File: src/hw/sa_defs.svh
`ifndef SA_DEFS_SVH
`define SA_DEFS_SVH

// grid size and datapath width of the systolic array
`define SA_ROWS 4
`define SA_COLS 4

`define SA_WORD 16  // operand and partial sum width

`endif

File: src/hw/sa_pkg.sv
`default_nettype none

`include "sa_defs.svh"

package sa_pkg;

    typedef logic [`SA_WORD-1:0] word_t;

    typedef word_t [`SA_ROWS-1:0] row_bus_t;  // element r is row r
    typedef word_t [`SA_COLS-1:0] col_bus_t;  // element c is column c

    typedef logic [$clog2(`SA_ROWS)-1:0] row_idx_t;
    typedef row_idx_t [`SA_COLS-1:0] proxy_idx_bus_t;

    // raw control levels from the outside world
    typedef struct packed {
        logic stat_bit;
        logic out_select;
        logic op2_select;
    } ctl_t;

    typedef enum logic [1:0] {
        MODE_IDLE,
        MODE_LOAD,
        MODE_MATMUL
    } pe_mode_e;

    typedef enum logic {
        PROXY_TBD,  // weights still coming in
        PROXY_SET
    } proxy_state_e;

endpackage

`default_nettype wire

File: src/hw/array_control.sv
`default_nettype none

`include "sa_defs.svh"

// mode decode plus minimum-weight proxy tracking per column
module array_control (
    input  logic                   clk,
    input  logic                   rst,
    input  sa_pkg::ctl_t           ctl,
    input  sa_pkg::col_bus_t       top_in,
    output sa_pkg::pe_mode_e       mode,
    output sa_pkg::proxy_idx_bus_t proxy_idx,
    output logic [`SA_COLS-1:0]    proxy_valid
);

    sa_pkg::proxy_state_e   state_q;
    sa_pkg::row_idx_t       row_cnt_q;  // row the current load word ends up in
    sa_pkg::word_t          min_w_q [`SA_COLS];
    sa_pkg::proxy_idx_bus_t idx_q;
    logic [`SA_COLS-1:0]    found_q;    // column has seen its first weight
    logic [`SA_COLS-1:0]    take_min;
    logic                   tracking;

    always_comb begin
        if (ctl.op2_select && !ctl.out_select) begin
            mode = sa_pkg::MODE_LOAD;
        end else if (ctl.out_select && !ctl.op2_select && ctl.stat_bit) begin
            mode = sa_pkg::MODE_MATMUL;
        end else begin
            mode = sa_pkg::MODE_IDLE;
        end
    end

    assign tracking = (state_q == sa_pkg::PROXY_TBD) && (mode == sa_pkg::MODE_LOAD);

    always_ff @(posedge clk) begin
        if (rst) begin
            state_q   <= sa_pkg::PROXY_TBD;
            row_cnt_q <= sa_pkg::row_idx_t'(`SA_ROWS - 1);
        end else begin
            case (state_q)
                sa_pkg::PROXY_TBD: begin
                    if (mode == sa_pkg::MODE_LOAD) begin
                        row_cnt_q <= row_cnt_q - sa_pkg::row_idx_t'(1);
                        if (row_cnt_q == '0) begin  // last weight of the column
                            state_q <= sa_pkg::PROXY_SET;
                        end
                    end else if (mode == sa_pkg::MODE_MATMUL) begin
                        state_q <= sa_pkg::PROXY_SET;  // load cut short
                    end
                end
                default: begin
                    state_q <= sa_pkg::PROXY_SET;  // sticky until reset
                end
            endcase
        end
    end

    // strictly smaller only, so a tie keeps the higher row
    always_comb begin
        for (int c = 0; c < `SA_COLS; c++) begin
            take_min[c] = tracking && (!found_q[c] || (top_in[c] < min_w_q[c]));
        end
    end

    always_ff @(posedge clk) begin
        if (rst) begin
            found_q <= '0;
            idx_q   <= '0;
        end else begin
            for (int c = 0; c < `SA_COLS; c++) begin
                if (take_min[c]) begin
                    found_q[c] <= 1'b1;
                    idx_q[c]   <= row_cnt_q;
                end
            end
        end
    end

    always_ff @(posedge clk) begin
        for (int c = 0; c < `SA_COLS; c++) begin
            if (take_min[c]) begin
                min_w_q[c] <= top_in[c];
            end
        end
    end

    assign proxy_idx = idx_q;

    always_comb begin
        for (int c = 0; c < `SA_COLS; c++) begin
            proxy_valid[c] = (state_q == sa_pkg::PROXY_SET) && found_q[c];
        end
    end

endmodule

`default_nettype wire

File: config.mk
export PLATFORM = sky130hd
export DESIGN_NAME = array_control
export DESIGN_NICKNAME = d
export VERILOG_FILES = /design/src/hw/sa_pkg.sv /design/src/hw/array_control.sv
export VERILOG_INCLUDE_DIRS = /design/src /design/src/hw
export SDC_FILE = /design/constraint.sdc
export NUM_CORES = 1
export LEC_CHECK = 0
export BUFFER_PORTS_ARGS = -buffer_cell sky130_fd_sc_hd__buf_2
export CORE_ASPECT_RATIO = 0.9
export CORE_UTILIZATION = 44
export DETAILED_ROUTE_END_ITERATION = 10
export GPL_ROUTABILITY_DRIVEN = 0
export GPL_TIMING_DRIVEN = 0
export PLACE_DENSITY = 0.69
export SLEW_MARGIN = 10
export SYNTH_ARGS = -nofsm -noshare
export SYNTH_HDL_FRONTEND = slang
export SYNTH_SLANG_ARGS = --single-unit
File: constraint.sdc
create_clock -name clk -period 1.9 [get_ports clk]
set_input_delay 0.38 -clock clk [delete_from_list [all_inputs] [get_ports clk]]
set_output_delay 0.38 -clock clk [all_outputs]
set_load 0.02 [all_outputs]
==> results.py, run 1 <==
metrics = {
    "timing": {
        "fin_crit_sh_pct": 99.1,
        "hold_viol": 0,
        "setup_viol": 0,
        "fmax_mhz": 531,
        "tightest_slew_ns": 0.398,
        "fin_crit_ns": 1.88,
        "tns_ns": 0,
        "finClkSkew_ns": 0.0120,
        "rsz0062_at_grt": "true",
        "fin_hold_ws_ns": 0.219,
        "slew-limit-headroom_pct": 73.4,
        "drv_slew": 0,
    },
    "yosys": {
        "synth_area_sq_um": 4120,
        "ys_top_cells_by_count": "inv_1, edfxtp_1, ha_1",
        "async_reset_ff_share_pct": 0,
        "synth_seq_cells": 79,
        "synth_edf_count": 64,
        "syn_nets": 487,
        "yosys.area.top_type": "edfxtp_1",
        "synth_top_area_share_pct": 46.7,
        "synth_warnings": 0,
        "synth_area_per_cell_sq_um": 11.5,
        "synth.area.top_cells": "edfxtp_1, ha_1, dfxtp_1",
        "ys.flop_type": "edfxtp_1",
        "synth_cells": 357,
        "yosysSeqAreaShare_pct": 54.0,
        "yosysUniqueCellTypes": 25,
        "synth_most_common_cell": "inv_1",
    },
    "final_layout": {
        "postLayoutCoreUtil_pct": 57.5,
        "diodes": 0,
        "nNetsFinal": 590,
        "final_cells": 587,
        "drive_above_1_share_pct": 29.9,
        "syn_to_final_growth_pct": 26.8,
    },
    "global_routing": {
        "grt_use_total_pct": 16.9,
        "antenna_found_initial": 0,
        "grt-ovfl-total": 0,
        "grt_max_degree": 17,
        "grt_pass1_vias": 2775,
        "grt_pass1_wl_um": 12800,
    },
    "clocking": {
        "clk_pin_slew_ns": 0.08,
        "numCtsBuffers": 9,
        "clock_latency_ns": 0.34,
        "hold_buffers": 0,
        "max-clock-path-buffers": 2,
        "h-tree-depth": 3,
        "cts_tree": "built",
        "cts_sinks": 79,
        "cts.root.buffer_cell": "clkbuf_8",
    },
    "worst_setup_path": {
        "r2r-start": "min_w_q[0][15]",
        "cp_slowest_cell": "edfxtp_1",
        "cp_max_fo": 3,
        "crit_required_ns": 2.17,
        "rrSetupSlack_ns": 0.02,
        "r2r_end": "proxy_idx[1]",
        "end_kind": "flop",
        "criticalPathCategory": "flop to flop",
        "cp_data_arrival_time_ns": 2.15,
        "worst_r2r_path_depth": 8,
        "crit_path_start_kind": "flop",
        "path_cells": "inv_1 -> ha_1 -> nand2_2 -> nor4_4 -> nand3b_1 -> a31oi_4 -> buf_4 -> mux2i_1",
        "max_stage_delay_ns": 0.32,
    },
    "floorplan": {
        "fp.dieH_um": 93.8,
        "start_util_pct": 45.3,
        "rows": 33,
        "die_w_um": 104,
        "fp.dieArea_sq_um": 9750,
        "core_area_sq_um": 9080,
        "pin_count": 83,
    },
    "pwr": {
        "intPower_mw": 3.04,
        "ir_drop_mv": 0.421,
        "switching_share_pct": 26.3,
        "clockPowerShare_pct": 31.3,
        "cellPowerDensity_nw_per_um2": 790,
        "p_seq_share_pct": 50.3,
        "comb_power_share_pct": 18.3,
        "p_sw_mw": 1.08,
        "power.leakage_nw": 2.40,
        "p_total_mw": 4.12,
    },
    "place": {
        "dp_hpwl_um": 5730,
        "port_buffers": 82,
        "dpl.cell_count": 561,
    },
    "route": {
        "drtIter0Drc": 86,
        "routedWlPerCell_um": 13.2,
        "drc": 0,
        "ant_nets": 0,
        "wl_um": 7770,
        "vias": 2813,
        "via_per_inst": 4.79,
        "firstDrtPassIters": 6,
    },
    "hold_path": {
        "holdPathEnd": "min_w_q[2][0]",
        "worstHoldStart": "top_in[32]",
        "hold_depth": 1,
        "hp-class": "input port to flop",
    },
    "run": {
        "cap_violations": 0,
    },
    "status": {
        "status": "complete, no violations",
    },
}
## critical path: cells and delay by family (launching register included)
kind                       cells  cell delay [ns]
AOI/OAI and AO/OA              1             0.28
adders and majority gates      1             0.29
buffers and inverters          2             0.20
DFF                            1             0.32
muxes                          1             0.15
and+or+nand+nor                3             0.58
## flip-flops by register name (all words and copies together), names as in the netlist
signal / cells
found_q: 4
min_w_q: 64
proxy_idx: 8
row_cnt_q: 2
state_q: 1
## timing repair
item / 4_1_cts / 5_1_grt
resized for setup: 17 / 25
pin swaps: 8 / 16
setup endpoints to repair: 69 / 72
setup buffers: 8 / 2
## final cells by class
cell class,instances,area (sq um)
inverters,70,280
plain buffers,1,3.75
clock inverters,4,51.3
well taps,122,153
clock buffers,12,155
multi-input cells,207,1850
fillers,791,3860
repair buffers,92,509
flip-flops and latches,79,2220
## layout by cell type (no fill, tap or decap), types with 2 or more instances in the layout
master,n
o211ai_1,4
a41oi_1,4
nor3_1,8
buf_2,82
a2111oi_1,3
ha_4,8
ha_1,53
buf_6,3
nor4_4,3
mux2i_1,8
dfxtp_1,15
a31oi_4,4
nand3b_1,5
o21ai_0,12
a21oi_1,20
nand2_1,16
nand2_2,5
nor2_1,19
inv_6,5
a21oi_2,4
nand3_1,4
buf_4,6
edfxtp_1,64
nand2_4,2
nand2b_1,15
and2_1,4
clkbuf_1,2
inv_1,65
clkbuf_8,11
## logic make-up after synthesis
family | after synthesis | synth area share, %
flops | 79 | 54.0
buf+inv | 71 | 6.47
compound gates | 54 | 8.78
simple gates | 84 | 10.3
fa+ha+maj | 61 | 18.5
mux | 8 | 1.94
## power by group through the flow
stage / logic (mW) / clock network, mW / registers, mW
detailed placement: 0.626 / 0 / 2.12
CTS: 0.694 / 1.35 / 2.08
global route: 0.859 / 1.40 / 2.09
global placement: 0.602 / 0 / 2.11
floorplan: 0.373 / 0 / 2.13
finish: 0.756 / 1.29 / 2.08
## stage by stage
step	worst slack, ns	cell area (sq um)
6_report	0.0165	5220
5_1_grt	-0.0894	5220
4_1_cts	-0.00805	5060
3_5_place_dp	-0.418	4680
3_3_place_gp	-0.359	4680
2_1_floorplan	0.00515	4120
## per-layer routing
metal  global-route usage [%]  wire length (um)  vias to the layer above  share of wire, %
li1                         -                 -                     1457                 -
met1                     21.6              3660                     1288                47
met2                     28.2              3740                       61                48
met3                     4.58               275                        7               3.5
met4                     4.64                84                        0               1.1
met5                        0                 0                        -                 0
## worst max path at each step
stage	from	endpoint	slack (ns)	cells past startpoint
floorplan	top_in[15]	min_w_q[0][0]	0.005	6
global placement	top_in[63]	min_w_q[3][1]	-0.36	7
detailed placement	top_in[63]	min_w_q[3][1]	-0.42	7
CTS	min_w_q[1][9]	min_w_q[1][2]	-0.008	7
global route	min_w_q[1][15]	proxy_idx[3]	-0.09	8
finish	min_w_q[0][15]	proxy_idx[1]	0.02	8
(Power assumes the default switching activity.)
==> run 2, diff against run 1 <==
--- a/config.mk
+++ b/config.mk
@@ -12,7 +12,7 @@
 export DETAILED_ROUTE_END_ITERATION = 10
 export GPL_ROUTABILITY_DRIVEN = 0
 export GPL_TIMING_DRIVEN = 0
-export PLACE_DENSITY = 0.69
+export PLACE_DENSITY = 0.66
 export SLEW_MARGIN = 10
 export SYNTH_ARGS = -nofsm -noshare
 export SYNTH_HDL_FRONTEND = slang
==> constraint.sdc (replaced) <==
create_clock -name clk -period 1.94 [get_ports clk]
set_input_delay 0.388 -clock clk [delete_from_list [all_inputs] [get_ports clk]]
set_output_delay 0.388 -clock clk [all_outputs]
set_load 0.02 [all_outputs]
==> run 2 against run 1 <==
  * The run now ends with negative setup slack left
  * First-iteration DRC count decreased by 20%
  * Power increased by 2.1%
  * Worst setup slack worse by 0.073 ns
  * Maximum frequency down 5.7%
  * Sequential power decreased by 2%
  * Clock skew is essentially flat
  * Sequential cell count is the same
  * Combinational power fell by 2.6%
  * Sequential share of layout area about the same
  * Cell count is 0.34% lower
  * Utilization about the same
  * Global-route usage up 0.056 points
  * Largest cell class unchanged
==> results.py, run 2 (same netlist as run 1, synthesis figures left out) <==
metrics = {
    "final_layout": {
        "nNetsFinal": 588,
        "diodes": 0,
        "drive_above_1_share_pct": 29.2,
        "regMostFlops": "min_w_q",
        "layout_common_cells": "buf_2, inv_1, edfxtp_1",
        "mostFrequentLayoutCell": "buf_2",
        "largest_reg_flops": 64,
        "syn_to_final_growth_pct": 26.7,
    },
    "route": {
        "drtIter0Drc": 69,
        "routedWlPerCell_um": 13.6,
        "ant_nets": 0,
        "wl_um": 7980,
        "drc": 0,
        "firstDrtPassIters": 6,
        "via_per_inst": 4.91,
        "vias": 2875,
    },
    "timing": {
        "slew-limit-headroom_pct": 66.3,
        "finClkSkew_ns": 0.0120,
        "hold_viol": 0,
        "fin_crit_sh_pct": 103,
        "rsz0062_at_grt": "true",
        "fmax_mhz": 501,
        "fin_hold_ws_ns": 0.228,
        "tightest_slew_ns": 0.493,
        "fin_ws_ns": -0.0564,
        "fin_crit_ns": 2.00,
        "setup_viol": 8,
        "drv_slew": 0,
    },
    "clocking": {
        "h-tree-depth": 3,
        "cts.root.buffer_cell": "clkbuf_8",
        "cts_sinks": 79,
        "clock_latency_ns": 0.34,
        "cts_tree": "built",
        "numCtsBuffers": 9,
        "max-clock-path-buffers": 2,
        "clk_pin_slew_ns": 0.09,
    },
    "floorplan": {
        "fp.dieH_um": 93.8,
        "core_area_sq_um": 9080,
        "start_util_pct": 45.3,
        "fp.dieArea_sq_um": 9750,
        "pin_count": 83,
        "die_w_um": 104,
        "rows": 33,
    },
    "pwr": {
        "cellPowerDensity_nw_per_um2": 807,
        "power.leakage_nw": 2.40,
        "p_total_mw": 4.21,
        "ir_drop_mv": 0.452,
    },
    "worst_setup_path": {
        "startpoint": "min_w_q[3][1]",
        "end_kind": "flop",
        "crit_required_ns": 2.01,
        "cp_data_arrival_time_ns": 2.07,
        "r2r-start": "min_w_q[3][1]",
        "crit_path_start_kind": "flop",
        "criticalPathCategory": "flop to flop",
        "cp_max_fo": 8,
    },
    "status": {
        "violations": "negative setup slack",
        "status": "complete, but fails checks",
    },
    "place": {
        "dp_hpwl_um": 5810,
        "port_buffers": 82,
    },
    "global_routing": {
        "grt-ovfl-total": 0,
        "grt_use_total_pct": 16.9,
        "grt_pass1_wl_um": 12800,
        "grt_pass1_vias": 2775,
        "grt_max_degree": 17,
        "antenna_found_initial": 0,
    },
    "hold_path": {
        "worstHoldStart": "top_in[48]",
        "hp-class": "input port to flop",
    },
    "run": {
        "cap_violations": 0,
    },
}
## run 2: area by class of cell
class | instances | area [sq um]
flip-flops and latches | 79 | 2220
repair buffers | 89 | 494
inverters | 70 | 278
plain buffers | 1 | 3.75
clock inverters | 4 | 93.8
repair inverters | 1 | 11.3
multi-input cells | 207 | 1830
fillers | 809 | 3860
clock buffers | 12 | 135
well taps | 122 | 153
## run 2: path summary, 6_finish.rpt
check | cells after the start | slack, ns | endpoint
max | 7 | -0.06 | min_w_q[3][1]
min | 1 | 0.23 | min_w_q[3][0]
max reg2reg | 7 | -0.06 | min_w_q[3][1]
min reg2reg | 2 | 0.48 | proxy_idx[1]
## run 2: metal layers
layer,vias up,part of all wire [%],GRT usage [%]
li1,1453,-,-
met1,1341,47,21.6
met2,71,47,28.0
met3,10,5.1,5.20
met4,0,1.1,4.64
met5,-,0,0
## run 2: stage by stage
step | setup TNS, ns | instance area (sq um) | utilization, % | std cells | setup slack (ns)
floorplan | 0 | 4120 | - | 357 | 0.0372
global placement | -20.66 | 4680 | 51.5 | 561 | -0.338
detailed placement | -23.17 | 4680 | 51.5 | 561 | -0.371
CTS | 0 | 5030 | 55.4 | 581 | 0.00404
global route | -1.37 | 5220 | 57.5 | 585 | -0.101
finish | -0.438 | 5220 | 57.5 | 585 | -0.0564
## run 2: where the power goes
group          switching [mW]  internal [mW]  total, mW
clock network           0.587          0.854       1.44
logic                   0.428          0.308      0.736
registers              0.0436           1.99       2.03
## run 2: timing repair
item                                    CTS  global route
setup buffers                             4             3
gates cloned                              0             1
gates resized for setup                  13            34
pin swaps                                 4            15
endpoints found under the setup margin   64            70
hold buffers                              0             0
## run 2: critical path, cell delays in order, from the launching register on
cell and delay [ns]:
edfxtp_1 0.37, inv_1 0.06, ha_1 0.22, a2111oi_0 0.48, nand3b_1 0.22, a31oi_4 0.13
buf_6 0.16, inv_8 0.07
==> run 3, diff against run 2 <==
--- a/config.mk
+++ b/config.mk
@@ -11,7 +11,7 @@
 export CORE_UTILIZATION = 44
 export DETAILED_ROUTE_END_ITERATION = 10
 export GPL_ROUTABILITY_DRIVEN = 0
-export GPL_TIMING_DRIVEN = 0
+export GPL_TIMING_DRIVEN = 1
 export PLACE_DENSITY = 0.66
 export SLEW_MARGIN = 10
 export SYNTH_ARGS = -nofsm -noshare
==> run 3 against run 2 <==
  * The flow now finishes without violations
  * Critical path depth increased by 1
  * Non-clock buffer count increased by 13
  * Global-route usage about the same
  * Critical path type unchanged
  * Highest routed layer unchanged
  * Utilization increased by 1.3 points
  * Sequential power about the same
  * Largest power group unchanged
  * Sequential cell count unchanged
==> results.py, run 3 (same netlist as run 1, synthesis figures left out) <==
metrics = {
    "final_layout": {
        "layout_common_cells": "buf_2, inv_1, edfxtp_1",
        "seq_area_sq_um": 2220,
        "diodes": 0,
        "fill_cells": 784,
        "nNetsFinal": 600,
        "multi_input_area_sq_um": 1820,
        "largest_reg_flops": 64,
        "postLayoutCoreUtil_pct": 58.7,
        "syn_to_final_growth_pct": 29.5,
        "regMostFlops": "min_w_q",
        "drive_above_1_share_pct": 32.0,
        "mostFrequentLayoutCell": "buf_2",
    },
    "hold_path": {
        "worstHoldStart": "top_in[48]",
        "hp-class": "input port to flop",
        "hold_depth": 1,
    },
    "pwr": {
        "p_sw_mw": 1.07,
        "cellPowerDensity_nw_per_um2": 800,
        "intPower_mw": 3.20,
        "ir_drop_mv": 0.583,
        "power.leakage_nw": 2.47,
        "p_seq_share_pct": 47.7,
        "switching_share_pct": 25.1,
        "comb_power_share_pct": 18.1,
        "clockPowerShare_pct": 34.2,
    },
    "place": {
        "dp_hpwl_um": 5870,
        "pre_cts_slack_ns": -0.237,
        "port_buffers": 82,
    },
    "clocking": {
        "cts_sinks": 79,
        "cts.root.buffer_cell": "clkbuf_8",
        "cts_tree": "built",
        "clock_latency_ns": 0.34,
        "numCtsBuffers": 9,
        "h-tree-depth": 3,
        "max-clock-path-buffers": 2,
        "cts_setup_buffers": 0,
        "clk_pin_slew_ns": 0.08,
    },
    "worst_setup_path": {
        "end_kind": "flop",
        "cp_data_arrival_time_ns": 2.01,
        "r2r-start": "min_w_q[3][9]",
        "startpoint": "min_w_q[3][9]",
        "worst_r2r_path_depth": 8,
        "crit_required_ns": 2.06,
        "criticalPathCategory": "flop to flop",
        "crit_path_start_kind": "flop",
        "cp_max_fo": 9,
    },
    "timing": {
        "setup_viol": 0,
        "fin_ws_ns": 0.0465,
        "slew-limit-headroom_pct": 75.0,
        "fin_crit_ns": 1.89,
        "fin_crit_sh_pct": 97.6,
        "fmax_mhz": 528,
        "rsz0062_at_grt": "true",
        "tightest_slew_ns": 0.374,
        "hold_viol": 0,
        "finClkSkew_ns": 0.0103,
        "drv_slew": 0,
    },
    "global_routing": {
        "grt_pass1_vias": 2821,
        "antenna_found_initial": 0,
        "grt-ovfl-total": 0,
        "grt_max_degree": 18,
        "grt_use_total_pct": 16.9,
        "grt_pass1_wl_um": 13000,
    },
    "route": {
        "routedWlPerCell_um": 13.3,
        "vias": 2851,
        "wl_um": 7920,
        "firstDrtPassIters": 6,
        "drtIter0Drc": 77,
        "ant_nets": 0,
        "drc": 0,
        "via_per_inst": 4.78,
    },
    "floorplan": {
        "die_w_um": 104,
        "fp.dieArea_sq_um": 9750,
        "start_util_pct": 45.3,
        "core_area_sq_um": 9080,
        "pin_count": 83,
        "fp.dieH_um": 93.8,
        "rows": 33,
    },
    "status": {
        "status": "complete, no violations",
    },
    "run": {
        "cap_violations": 0,
    },
}
## run 3: cell types whose count changed in the layout (fill, tap and decap cells not counted), moves of 2 or more
| cell | delta |
|---|---|
| a2111oi_1 | -2 |
| buf_12 | +4 |
| buf_4 | +14 |
| buf_6 | -4 |
| clkbuf_1 | -2 |
| inv_2 | +2 |
## run 3: timing repair
item	in CTS	in global routing
endpoints found under the setup margin	52	72
resized for setup	4	33
hold buffers	0	0
gates cloned	0	0
endpoints found under the hold margin	0	0
pin swaps	1	10
## run 3: stage by stage
stage               hold WS [ns]  total power, mW  cells  area, sq um  setup TNS [ns]
floorplan                  0.455             2.45    357         4120               0
global placement           0.462             2.75    581         4900           -8.97
detailed placement         0.470             2.77    581         4900          -11.59
CTS                        0.211             4.25    597         5160               0
global route               0.206             4.50    597         5330           -1.81
finish                     0.227             4.27    597         5330               0
## run 3: critical path: stages, from the launching register on
cell and delay (ns):
edfxtp_1 0.36, inv_2 0.05, ha_4 0.26, nand2_2 0.07, nor4_4 0.31, nand3b_1 0.16, a31oi_4 0.23, inv_2 0.09
buf_12 0.15
## run 3: power groups by stage
stage               sequential (mW)  combinational, mW  clock (mW)
finish                         2.03              0.772        1.46
global route                   2.05              0.875        1.57
CTS                            2.04              0.713        1.51
global placement               2.07              0.679           0
detailed placement             2.07              0.697           0
floorplan                      2.09              0.365           0
## run 3: area by class of cell
class,count,share of cell area [%]
clock inverters,5,1.99
clock buffers,11,2.46
multi-input cells,207,34.1
repair buffers,103,11.9
flip-flops and latches,79,41.7
inverters,70,5.07
well taps,122,2.86
## run 3: routing by layer
metal | vias to the layer above | global-route usage, % | wire (um)
met1 | 1288 | 22.1 | 3850
li1 | 1482 | - | -
met3 | 11 | 4.72 | 394
met2 | 70 | 27.6 | 3570
met4 | 0 | 4.76 | 99
met5 | - | 0 | 0
## run 3: final timing paths
path,end,slack (ns)
worst max-delay path,min_w_q[3][5],0.05
worst min-delay path,min_w_q[3][0],0.23
worst min register to register,proxy_idx[2],0.48
worst max register to register,min_w_q[3][5],0.05
